`src/common/bp_pkg.sv`:
```
// Shared constants for the byte-pipe register endpoint.
package bp_pkg;

  // Width of one byte-pipe word.
  localparam int BP_W = 8;

  // Number of register banks behind the dispatcher.
  localparam int N_BANKS = 4;

  // Header layout {wr:1, bank:2, reg:5}.
  localparam int BANK_SEL_W = 2;
  localparam int REG_IDX_W = 5;
  localparam int HDR_WR_BIT = 7;

  // Implemented registers per bank.
  // Indices at or above these read as zero and drop writes.
  localparam int BANK_REGS [N_BANKS] = '{32, 32, 16, 8};

  // Reply queue capacity, also the in-flight limit.
  localparam int REPLY_DEPTH = 2;

endpackage

```
`src/bp_reg_bank/bp_reg_bank.sv`:
```
`timescale 1ns/1ps

module bp_reg_bank
  import bp_pkg::*;
#(
  // Number of registers built in this bank.
  parameter int N_REG = 32
) (
  input  logic            i_clk,
  input  logic            i_rst_n,
  input  logic            i_cg,

  input  logic            i_hdr_stb,
  input  logic            i_hdr_wr,
  input  logic            i_wr_stb,
  input  logic [BP_W-1:0] i_byte,

  output logic            o_rsp_stb,
  output logic [BP_W-1:0] o_rsp_data
);

  // Storage covers only the implemented indices.
  logic [BP_W-1:0] mem [N_REG];

  // Index latched from the header, used by the data phase.
  logic [REG_IDX_W-1:0] idx_q;
  logic in_range_q;

  // Reply register and its one-cycle strobe.
  logic rsp_stb_q;
  logic [BP_W-1:0] rsp_data_q;

  // Decoded header fields.
  logic [$clog2(N_REG)-1:0] hdr_addr;
  logic [$clog2(N_REG)-1:0] wr_addr;
  logic hdr_in_range;
  logic rd_req;

  // Header index truncated to the storage depth.
  assign hdr_addr = i_byte[$clog2(N_REG)-1:0];

  // Stored index for the pending write.
  assign wr_addr = idx_q[$clog2(N_REG)-1:0];

  // Compare the full 5-bit index, so aliases above N_REG are caught.
  assign hdr_in_range = int'(i_byte[REG_IDX_W-1:0]) < N_REG;

  // A read header produces a reply at once.
  assign rd_req = i_hdr_stb && !i_hdr_wr;

  // Control state.
  always_ff @(posedge i_clk) begin
    if (!i_rst_n) begin
      idx_q      <= '0;
      in_range_q <= 1'b0;
      rsp_stb_q  <= 1'b0;
    end else if (i_cg) begin
      // Every header, read or write, updates the latched index.
      if (i_hdr_stb) begin
        idx_q      <= i_byte[REG_IDX_W-1:0];
        in_range_q <= hdr_in_range;
      end
      // Reply pulses one cycle after the request strobe.
      rsp_stb_q <= rd_req || i_wr_stb;
    end
  end

  // Reply payload.
  always_ff @(posedge i_clk) begin
    if (i_cg) begin
      if (rd_req) begin
        // Read returns content addressed by the incoming header.
        rsp_data_q <= hdr_in_range ? mem[hdr_addr] : '0;
      end else if (i_wr_stb) begin
        // Write returns the content held before this edge.
        rsp_data_q <= in_range_q ? mem[wr_addr] : '0;
      end
    end
  end

  // Register storage.
  // Out-of-range writes are dropped here.
  always_ff @(posedge i_clk) begin
    if (i_cg && i_wr_stb && in_range_q) begin
      mem[wr_addr] <= i_byte;
    end
  end

  assign o_rsp_stb = rsp_stb_q;

  // Zero outside the strobe so the collector can OR banks together.
  assign o_rsp_data = rsp_stb_q ? rsp_data_q : '0;

endmodule

```
`src/bp_dispatch.sv`:
```
`timescale 1ns/1ps

module bp_dispatch
  import bp_pkg::*;
(
  input  logic               i_clk,
  input  logic               i_rst_n,
  input  logic               i_cg,

  input  logic [BP_W-1:0]    i_bp_data,
  input  logic               i_bp_valid,
  output logic               o_bp_ready,

  input  logic               i_room,

  output logic [N_BANKS-1:0] o_hdr_stb,
  output logic               o_hdr_wr,
  output logic [N_BANKS-1:0] o_wr_stb,
  output logic [BP_W-1:0]    o_byte
);

  // Phase register, high while a write data byte is expected.
  logic data_phase_q;

  // Bank selected by the pending write header.
  logic [BANK_SEL_W-1:0] sel_q;

  // Header decode.
  logic [BANK_SEL_W-1:0] hdr_bank;
  logic hdr_is_wr;

  // A byte moves only when the clock gate is open.
  logic in_acc;
  logic hdr_acc;
  logic data_acc;

  assign hdr_bank  = i_bp_data[REG_IDX_W +: BANK_SEL_W];
  assign hdr_is_wr = i_bp_data[HDR_WR_BIT];

  // Write headers never produce a reply, so they skip the room check.
  // Read headers and data bytes each need one reply slot.
  assign o_bp_ready = i_room || (!data_phase_q && hdr_is_wr);

  assign in_acc   = i_bp_valid && o_bp_ready && i_cg;
  assign hdr_acc  = in_acc && !data_phase_q;
  assign data_acc = in_acc && data_phase_q;

  // One-hot strobes towards the banks.
  always_comb begin
    o_hdr_stb = '0;
    o_wr_stb  = '0;
    for (int b = 0; b < N_BANKS; b++) begin
      o_hdr_stb[b] = hdr_acc && (int'(hdr_bank) == b);
      o_wr_stb[b]  = data_acc && (int'(sel_q) == b);
    end
  end

  // Header and data share one byte bus.
  assign o_hdr_wr = hdr_is_wr;
  assign o_byte   = i_bp_data;

  // Phase tracking.
  always_ff @(posedge i_clk) begin
    if (!i_rst_n) begin
      data_phase_q <= 1'b0;
      sel_q        <= '0;
    end else begin
      if (hdr_acc) begin
        // Only a write header waits for a data byte.
        data_phase_q <= hdr_is_wr;
        sel_q        <= hdr_bank;
      end else if (data_acc) begin
        data_phase_q <= 1'b0;
      end
    end
  end

endmodule

```
`src/bp_reg_subsystem.sv`:
```
`timescale 1ns/1ps

module bp_reg_subsystem
  import bp_pkg::*;
(
  input  logic            i_clk,
  input  logic            i_rst_n,
  input  logic            i_cg,

  input  logic [BP_W-1:0] i_bp_data,
  input  logic            i_bp_valid,
  output logic            o_bp_ready,

  output logic [BP_W-1:0] o_bp_data,
  output logic            o_bp_valid,
  input  logic            i_bp_ready
);

  // Dispatcher to banks.
  logic [N_BANKS-1:0] hdr_stb;
  logic hdr_wr;
  logic [N_BANKS-1:0] wr_stb;
  logic [BP_W-1:0] bus_byte;

  // Banks to collector.
  logic [N_BANKS-1:0] rsp_stb;
  logic [N_BANKS-1:0][BP_W-1:0] rsp_data;

  // Collector back to dispatcher.
  logic room;
  logic req_stb;

  // A reply is owed for read headers and for write data bytes.
  assign req_stb = ((|hdr_stb) && !hdr_wr) || (|wr_stb);

  bp_dispatch u_dispatch (
    .i_clk      (i_clk),
    .i_rst_n    (i_rst_n),
    .i_cg       (i_cg),
    .i_bp_data  (i_bp_data),
    .i_bp_valid (i_bp_valid),
    .o_bp_ready (o_bp_ready),
    .i_room     (room),
    .o_hdr_stb  (hdr_stb),
    .o_hdr_wr   (hdr_wr),
    .o_wr_stb   (wr_stb),
    .o_byte     (bus_byte)
  );

  // One bank per header bank code, sized from the package table.
  for (genvar b = 0; b < N_BANKS; b++) begin : g_bank
    bp_reg_bank #(
      .N_REG (BANK_REGS[b])
    ) u_bank (
      .i_clk      (i_clk),
      .i_rst_n    (i_rst_n),
      .i_cg       (i_cg),
      .i_hdr_stb  (hdr_stb[b]),
      .i_hdr_wr   (hdr_wr),
      .i_wr_stb   (wr_stb[b]),
      .i_byte     (bus_byte),
      .o_rsp_stb  (rsp_stb[b]),
      .o_rsp_data (rsp_data[b])
    );
  end

  bp_reply_collect u_collect (
    .i_clk      (i_clk),
    .i_rst_n    (i_rst_n),
    .i_cg       (i_cg),
    .i_rsp_stb  (rsp_stb),
    .i_rsp_data (rsp_data),
    .i_req_stb  (req_stb),
    .o_room     (room),
    .o_bp_data  (o_bp_data),
    .o_bp_valid (o_bp_valid),
    .i_bp_ready (i_bp_ready)
  );

endmodule

```
`src/bp_reply_collect.sv`:
```
`timescale 1ns/1ps

module bp_reply_collect
  import bp_pkg::*;
(
  input  logic                         i_clk,
  input  logic                         i_rst_n,
  input  logic                         i_cg,

  input  logic [N_BANKS-1:0]           i_rsp_stb,
  input  logic [N_BANKS-1:0][BP_W-1:0] i_rsp_data,
  input  logic                         i_req_stb,

  output logic                         o_room,

  output logic [BP_W-1:0]              o_bp_data,
  output logic                         o_bp_valid,
  input  logic                         i_bp_ready
);

  // Reply FIFO, payload only.
  logic [BP_W-1:0] fifo_mem [REPLY_DEPTH];
  logic [$clog2(REPLY_DEPTH)-1:0] wr_ptr_q;
  logic [$clog2(REPLY_DEPTH)-1:0] rd_ptr_q;
  logic [$clog2(REPLY_DEPTH+1)-1:0] fill_q;

  // Replies in production plus entries held.
  logic [$clog2(REPLY_DEPTH+1)-1:0] out_cnt_q;

  logic [BP_W-1:0] merged_data;
  logic push;
  logic pop;

  // Banks zero their data outside the strobe, so OR is enough.
  always_comb begin
    merged_data = '0;
    for (int b = 0; b < N_BANKS; b++) begin
      merged_data = merged_data | i_rsp_data[b];
    end
  end

  assign push = (|i_rsp_stb) && i_cg;
  assign pop  = o_bp_valid && i_bp_ready && i_cg;

  always_ff @(posedge i_clk) begin
    if (!i_rst_n) begin
      wr_ptr_q  <= '0;
      rd_ptr_q  <= '0;
      fill_q    <= '0;
      out_cnt_q <= '0;
    end else if (i_cg) begin
      if (push) begin
        wr_ptr_q <= wr_ptr_q + 1'b1;
      end
      if (pop) begin
        rd_ptr_q <= rd_ptr_q + 1'b1;
      end
      // Never overflows, the dispatcher stops at REPLY_DEPTH outstanding.
      fill_q    <= fill_q + push - pop;
      out_cnt_q <= out_cnt_q + i_req_stb - pop;
    end
  end

  always_ff @(posedge i_clk) begin
    if (push) begin
      fifo_mem[wr_ptr_q] <= merged_data;
    end
  end

  assign o_room     = int'(out_cnt_q) < REPLY_DEPTH;
  assign o_bp_valid = (fill_q != '0);
  assign o_bp_data  = fifo_mem[rd_ptr_q];

endmodule

```
`config.mk`:
```
export PLATFORM = sky130hd
export DESIGN_NAME = bp_reg_subsystem
export DESIGN_NICKNAME = d
export VERILOG_FILES = /design/src/common/bp_pkg.sv /design/src/bp_reg_bank/bp_reg_bank.sv /design/src/bp_dispatch.sv /design/src/bp_reg_subsystem.sv /design/src/bp_reply_collect.sv
export SDC_FILE = /design/constraint.sdc
export NUM_CORES = 1
export LEC_CHECK = 0
export ABC_CLOCK_PERIOD_IN_PS = 4260
export BUFFER_PORTS_ARGS = -buffer_cell sky130_fd_sc_hd__clkbuf_2
export CORE_ASPECT_RATIO = 1.25
export CORE_MARGIN = 10
export CORE_UTILIZATION = 46
export CTS_CLUSTER_DIAMETER = 100
export CTS_CLUSTER_SIZE = 40
export DETAILED_ROUTE_END_ITERATION = 10
export GPL_TIMING_DRIVEN = 0
export PLACE_DENSITY = 0.67
export SETUP_SLACK_MARGIN = 0.2
export SYNTH_ARGS = -nofsm -noshare
export SYNTH_HDL_FRONTEND = slang
export SYNTH_HIERARCHICAL = 1
export SYNTH_SLANG_ARGS = --single-unit
export TNS_END_PERCENT = 30
```
`constraint.sdc`:
```
create_clock -name i_clk -period 4.26 [get_ports i_clk]
set_clock_uncertainty 0.2 [all_clocks]
set_input_delay 0.852 -clock i_clk [delete_from_list [all_inputs] [get_ports i_clk]]
set_output_delay 0.852 -clock i_clk [all_outputs]
set_load 0.1 [all_outputs]
```
==> summary.md, run 1 <==
| Metric | Value |
|---|---|
| Outcome | finished, final reports clean |
| Largest vdd supply drop | 363 µV |
| RR Startpoint | u_collect/out_cnt_q[1]$_SDFFE_PN0P_ |
| Avg Cell Area, Syn | 18.2 µm² |
| Inserted Clock Buffers | 26 |
| Share of cells above drive strength 1 | 24.9% |
| Clock tree from TritonCTS | built |
| CTS sink count | 804 |
| Initial Utilization | 46.4% |
| Startpoint types | input port |
| F_max | 258 MHz |
| Placed insts | 3115 |
| Final estimated routing congestion in global placement | 0.984 |
| Mapped Nets | 2051 |
| Skew-Pair Late Insertion Delay | 0.65 ns |
| Synth cell count leaders | edfxtp_1, mux4_2, nor2_1 |
| Final ANT Viol Nets | 0 |
| Final Hold Fails | 0 |
| Post-Syn Instances | 2036 |
| CP required | 4.43 ns |
| Post-CTS Hold Fix Bufs | 0 |
| Worst-path clk slew | 0.14 ns |
| Worst setup EP type | register |
| # diodes | 0 |
| CTS HTree Levels | 1 |
| Number of global-route vias before repair | 21000 |
| Grt ovf | 0 |
| Die width | 274 µm |
| DR iter-0 viols | 2501 |
| Post-Syn Area | 37100 µm² |
| First-pass GRT wire length | 143 mm |
| Rows | 116 |
| Drt pass-1 iters | 6 |
| Fill cells | 6517 |
| P&R area growth vs syn | 6.17% |
| Worst hold-check path type | reg -> reg |
| Clk buf depth | 3 |
| Register bit total from synthesis | 804 |
| Maxcap violations | 0 |
| Wire per inst | 30.9 µm |
| Total power | 13.0 mW |
| Leakage | 11.9 nW |
| Worst slew margin | 6.30% |
| NumNets Final | 2096 |
| Largest area contributor in the netlist | edfxtp_1 |
| Via count | 20700 |
| Antenna violations before repair | 1 |
| Setup violations, final | 0 |
| Area of the multi-input gates | 12400 µm² |
| Post-CTS Setup Inserts | 0 |
| Worst Setup Slack post-DPL | -0.320 ns |
| Pwr dens | 330 nW/µm² |
| Post-synth EDFFs | 752 |
| Register area | 23600 µm² |
| RSZ-0062 raised after global routing | no |
| Final worst slack | 0.387 ns |
| Worst-path fanout max | 97 |
| Sequential share of the synthesized area | 63.6% |
| Unique masters post-synth | 59 |
| Fin. max-slew vios | 0 |
| IO Pins | 23 |
| Slew of the pin with the lowest slew margin | 1.39 ns |
| Drc violations | 0 |
| Fin crit share | 90.9% |
| Final wirelength | 97.9 mm |
| Area share of the largest cell type after synthesis | 60.8% |
| Synth warnings | 6 |
| Synth async-reset ratio | 0% |
| Primary FF master, synth | edfxtp_1 |
| Die ar. | 92600 µm² |
| Die Ht | 338 µm |
| Critical Path Start | i_bp_data[3] |
| Min Clock Period, post-route | 3.87 ns |
| Main area contributors after synthesis | edfxtp_1, mux4_2, dfxtp_1 |
| Min-delay src | g_bank[3].u_bank/idx_q[0]$_SDFFE_PN0P_ |
| Post-cts resize count | 0 |
| Setup TNS | 0 ns |
| Via density per instance | 6.53 |
| Crit path kind | in -> reg |
| Crit path DAT | 4.04 ns |
| CTS Root Cell | clkbuf_16 |
| Total global-route track usage | 21.1% |
| Final Util | 49.2% |
| Core Area | 80100 µm² |
| DP HPWL | 67.3 mm |
| Non-filler instance count after layout | 3163 |
| IO Port Bufs | 17 |
| Largest net degree at the start of global routing | 104 |
| Most common cell in the netlist | edfxtp_1 |
flip-flops by register name (all words and copies together) (netlist names), 4 cells and up, named ones only:
| register | cells |
|---|---|
| g_bank.u_bank/rsp_data_q | 32 |
| g_bank.u_bank/mem | 704 |
| u_collect/fifo_mem | 16 |
| g_bank.u_bank/o_rsp_stb | 4 |
| g_bank.u_bank/in_range_q | 4 |
| g_bank.u_bank/idx_q | 17 |
final timing paths:
path / slack (ns) / cells past startpoint / end
max reg2reg: 0.63 / 8 / g_bank[0].u_bank/rsp_data_q[7]$_DFFE_PP_
min reg2reg: 0.32 / 2 / g_bank[3].u_bank/idx_q[0]$_SDFFE_PN0P_
min: 0.32 / 2 / g_bank[3].u_bank/idx_q[0]$_SDFFE_PN0P_
max: 0.39 / 8 / g_bank[0].u_bank/rsp_data_q[6]$_DFFE_PP_
layout by cell type, fill, tap and decap left out, types with 12 or more instances in the layout:
master,netlist,final
edfxtp_1,752,752
mux4_2,325,325
nor2_1,115,115
nand3_1,68,68
nand2_1,53,53
mux2i_1,52,52
dfxtp_1,52,52
clkbuf_1,41,51
buf_2,44,44
o22ai_1,38,38
and2_1,36,36
o221ai_1,32,32
buf_6,30,31
nor2b_1,30,30
clkbuf_16,0,27
inv_1,26,26
a21oi_1,22,22
mux4_1,20,20
mux2_2,19,19
a21boi_0,19,19
a22oi_1,18,18
o21ai_0,18,18
nand2b_1,17,17
nor3_1,22,17
clkbuf_2,0,17
or4_1,16,16
buf_4,16,15
a31oi_1,14,14
nand3b_1,13,13
clkinv_1,13,13
a211oi_1,12,12
a22o_1,12,12
cell families after synthesis:
family / synth area share, %
XOR/XNOR: 0.0472
adder cells (fa/ha/maj): 0.0674
buffers and inverters: 3.08
AO/OA/AOI/OAI: 4.15
AND/OR/NAND/NOR: 5.50
flip-flops: 63.6
multiplexers: 23.6
layout make-up:
class	instances	share of cell area, %
sequential	804	59.9
multi-input combinational	1045	31.5
tap	1062	3.37
buffer	148	2.54
clock buffer	37	1.81
inverter	39	0.371
clock inverter	11	0.349
timing repair buffer	17	0.216
per-stage QoR:
stage | instance area (µm²) | hold slack [ns]
after floorplan | 37100 | 0.271
after global placement | 38600 | 0.290
after detailed placement | 38600 | 0.307
after CTS | 39400 | 0.321
after global routing | 39400 | 0.341
final | 39400 | 0.324
critical path: stages:
cell and delay, ns:
buf_4 0.73, clkbuf_1 0.55, buf_2 0.48, mux4_2 0.36, mux2i_1 0.44, mux2i_1 0.16, a21oi_1 0.21, o22ai_1 0.19
power by group:
group	internal, mW	total, mW	leakage, nW	switching [mW]
registers	8.62	8.63	7.19	0.00901
logic	0.285	0.770	4.26	0.486
clock network	1.26	3.63	0.409	2.37
total	10.2	13.0	11.9	2.86
per-layer routing:
metal / vias to the layer above / global-route usage, % / routed length (µm)
met4: 2 / 9.44 / 5080
met5: - / 0 / 14
met2: 928 / 37.0 / 50600
met1: 11000 / 26.1 / 36000
met3: 206 / 2.44 / 6140
li1: 8552 / - / -
(Power assumes the default switching activity.)
==> run 2, diff against run 1 <==
CTS_BUF_LIST = sky130_fd_sc_hd__clkbuf_8   (was not set)
==> summary.md, run 2 (synthesis gave the netlist of run 1 again) <==
| Metric | Value |
|---|---|
| Metal2 WL | 50.8 mm |
| Worst-path fanout max | 92 |
| DR iter-0 viols | 2329 |
| Share of cells above drive strength 1 | 24.9% |
| NumNets Final | 2096 |
| Initial Utilization | 46.4% |
| Antenna violations before repair | 2 |
| Fill cells | 6561 |
| Commonest cells after routing, fill and taps aside | edfxtp_1, mux4_2, nor2_1 |
| Setup violations, final | 0 |
| Slew of the pin with the lowest slew margin | 1.38 ns |
| Startpoint types | input port |
| Die ar. | 92600 µm² |
| Final Hold Fails | 0 |
| Pwr dens | 316 nW/µm² |
| Final Util | 48.8% |
| Setup TNS | 0 ns |
| Worst hold-check path type | in -> reg |
| Clk buf depth | 3 |
| Final ANT Viol Nets | 0 |
| Inserted Clock Buffers | 26 |
| First-pass GRT wire length | 144 mm |
| Register bank with the most flops | g_bank.u_bank/mem |
| DP HPWL | 67.3 mm |
| Largest regs | g_bank.u_bank/mem (704), g_bank.u_bank/rsp_data_q (32), g_bank.u_bank/idx_q (17) |
| Largest vdd supply drop | 387 µV |
| Crit path DAT | 4.11 ns |
| Design Area, Final | 39100 µm² |
| Min Clock Period, post-route | 3.84 ns |
| Maxcap violations | 0 |
| Max reg flops | 704 |
| Grt ovf | 0 |
| Worst-path clk slew | 0.22 ns |
| Worst slew margin | 7.09% |
| P&R area growth vs syn | 5.35% |
| IO Pins | 23 |
| Final estimated routing congestion in global placement | 0.984 |
| Post-cts resize count | 0 |
| Most common cell after layout, fill and taps aside | edfxtp_1 |
| Met3 WL post-DR | 6.29 mm |
| F_max | 260 MHz |
| CTS HTree Levels | 1 |
| Core Area | 80100 µm² |
| Skew-Pair Late Insertion Delay | 0.75 ns |
| Outcome | finished, final reports clean |
| CTS sink count | 804 |
| Die width | 274 µm |
| Largest net degree at the start of global routing | 104 |
| Total global-route track usage | 21.1% |
| WHS | 0.220 ns |
| Worst setup EP type | register |
| Placed Area | 38600 µm² |
| IO Port Bufs | 17 |
| M1 WL | 35.8 mm |
| Via count | 20500 |
| Crit path kind | in -> reg |
| Fin. max-slew vios | 0 |
| CP required | 4.53 ns |
| Final wirelength | 97.6 mm |
| Leakage | 11.8 nW |
| Die Ht | 338 µm |
| Fin crit share | 90.2% |
| Rows | 116 |
| Clock tree from TritonCTS | built |
| Highest metal used | met5 |
| Wire per inst | 30.8 µm |
| Via density per instance | 6.49 |
| Number of global-route vias before repair | 20900 |
| Drt pass-1 iters | 5 |
| CTS Root Cell | clkbuf_8 |
| Post-CTS Hold Fix Bufs | 0 |
| Post-CTS Setup Inserts | 0 |
| RSZ-0062 raised after global routing | no |
| Final worst slack | 0.416 ns |
| Worst Setup Slack post-DPL | -0.320 ns |
| Drc violations | 0 |
==> run 2: cell count changes in the layout (fill, tap and decap cells not counted), sizes merged <==
cell,change
inv,+10
diode,+1
clkbuf,-10
==> run 2: layout make-up <==
class | count | area, µm² | share of cell area, %
Sequential cell | 804 | 23600 | 60.4
Antenna cell | 1 | 2.50 | 0.00639
Multi-Input combinational cell | 1045 | 12400 | 31.7
Buffer | 148 | 997 | 2.55
Timing Repair Buffer | 17 | 85.1 | 0.217
Inverter | 39 | 146 | 0.374
Clock inverter | 21 | 175 | 0.448
Tap cell | 1062 | 1330 | 3.40
Clock buffer | 27 | 372 | 0.950
==> run 2: per-layer routing <==
layer	up-vias	track usage, %
li1	8533	-
met2	945	37.0
met4	2	9.28
met3	181	2.52
met1	10900	26.1
met5	-	0
==> run 2: worst paths after layout <==
path                                          startpoint                                       end  slack (ns)  cells past startpoint
setup / recovery                            i_bp_data[1]  g_bank[2].u_bank/rsp_data_q[0]$_DFFE_PP_        0.42                      7
setup reg to reg     u_collect/out_cnt_q[1]$_SDFFE_PN0P_      g_bank[1].u_bank/mem[4][0]$_DFFE_PP_        0.60                      7
hold reg to reg   g_bank[3].u_bank/idx_q[0]$_SDFFE_PN0P_                                  register        0.33                      2
hold / removal                                i_bp_valid      u_dispatch/data_phase_q$_SDFFE_PN0P_        0.22                      3
==> run 2: report_power, final <==
part,internal (mW),switching [mW]
clock,0.666,2.29
combinational,0.284,0.485
sequential,8.63,0.00895
==> run 2: per-stage QoR <==
step / power, mW / instances
detailed placement: 9.58 / 3115
global placement: 9.57 / 3115
finish: 12.4 / 3164
CTS: 12.4 / 3163
floorplan: 9.31 / 2036
global route: 12.8 / 3164
==> run 2: critical path, cell delays in order <==
cell and delay (ns):
buf_4 0.76, clkbuf_1 0.43, clkbuf_1 0.62, mux4_2 0.42, inv_1 0.11, o21ai_0 0.11
or4_1 0.63
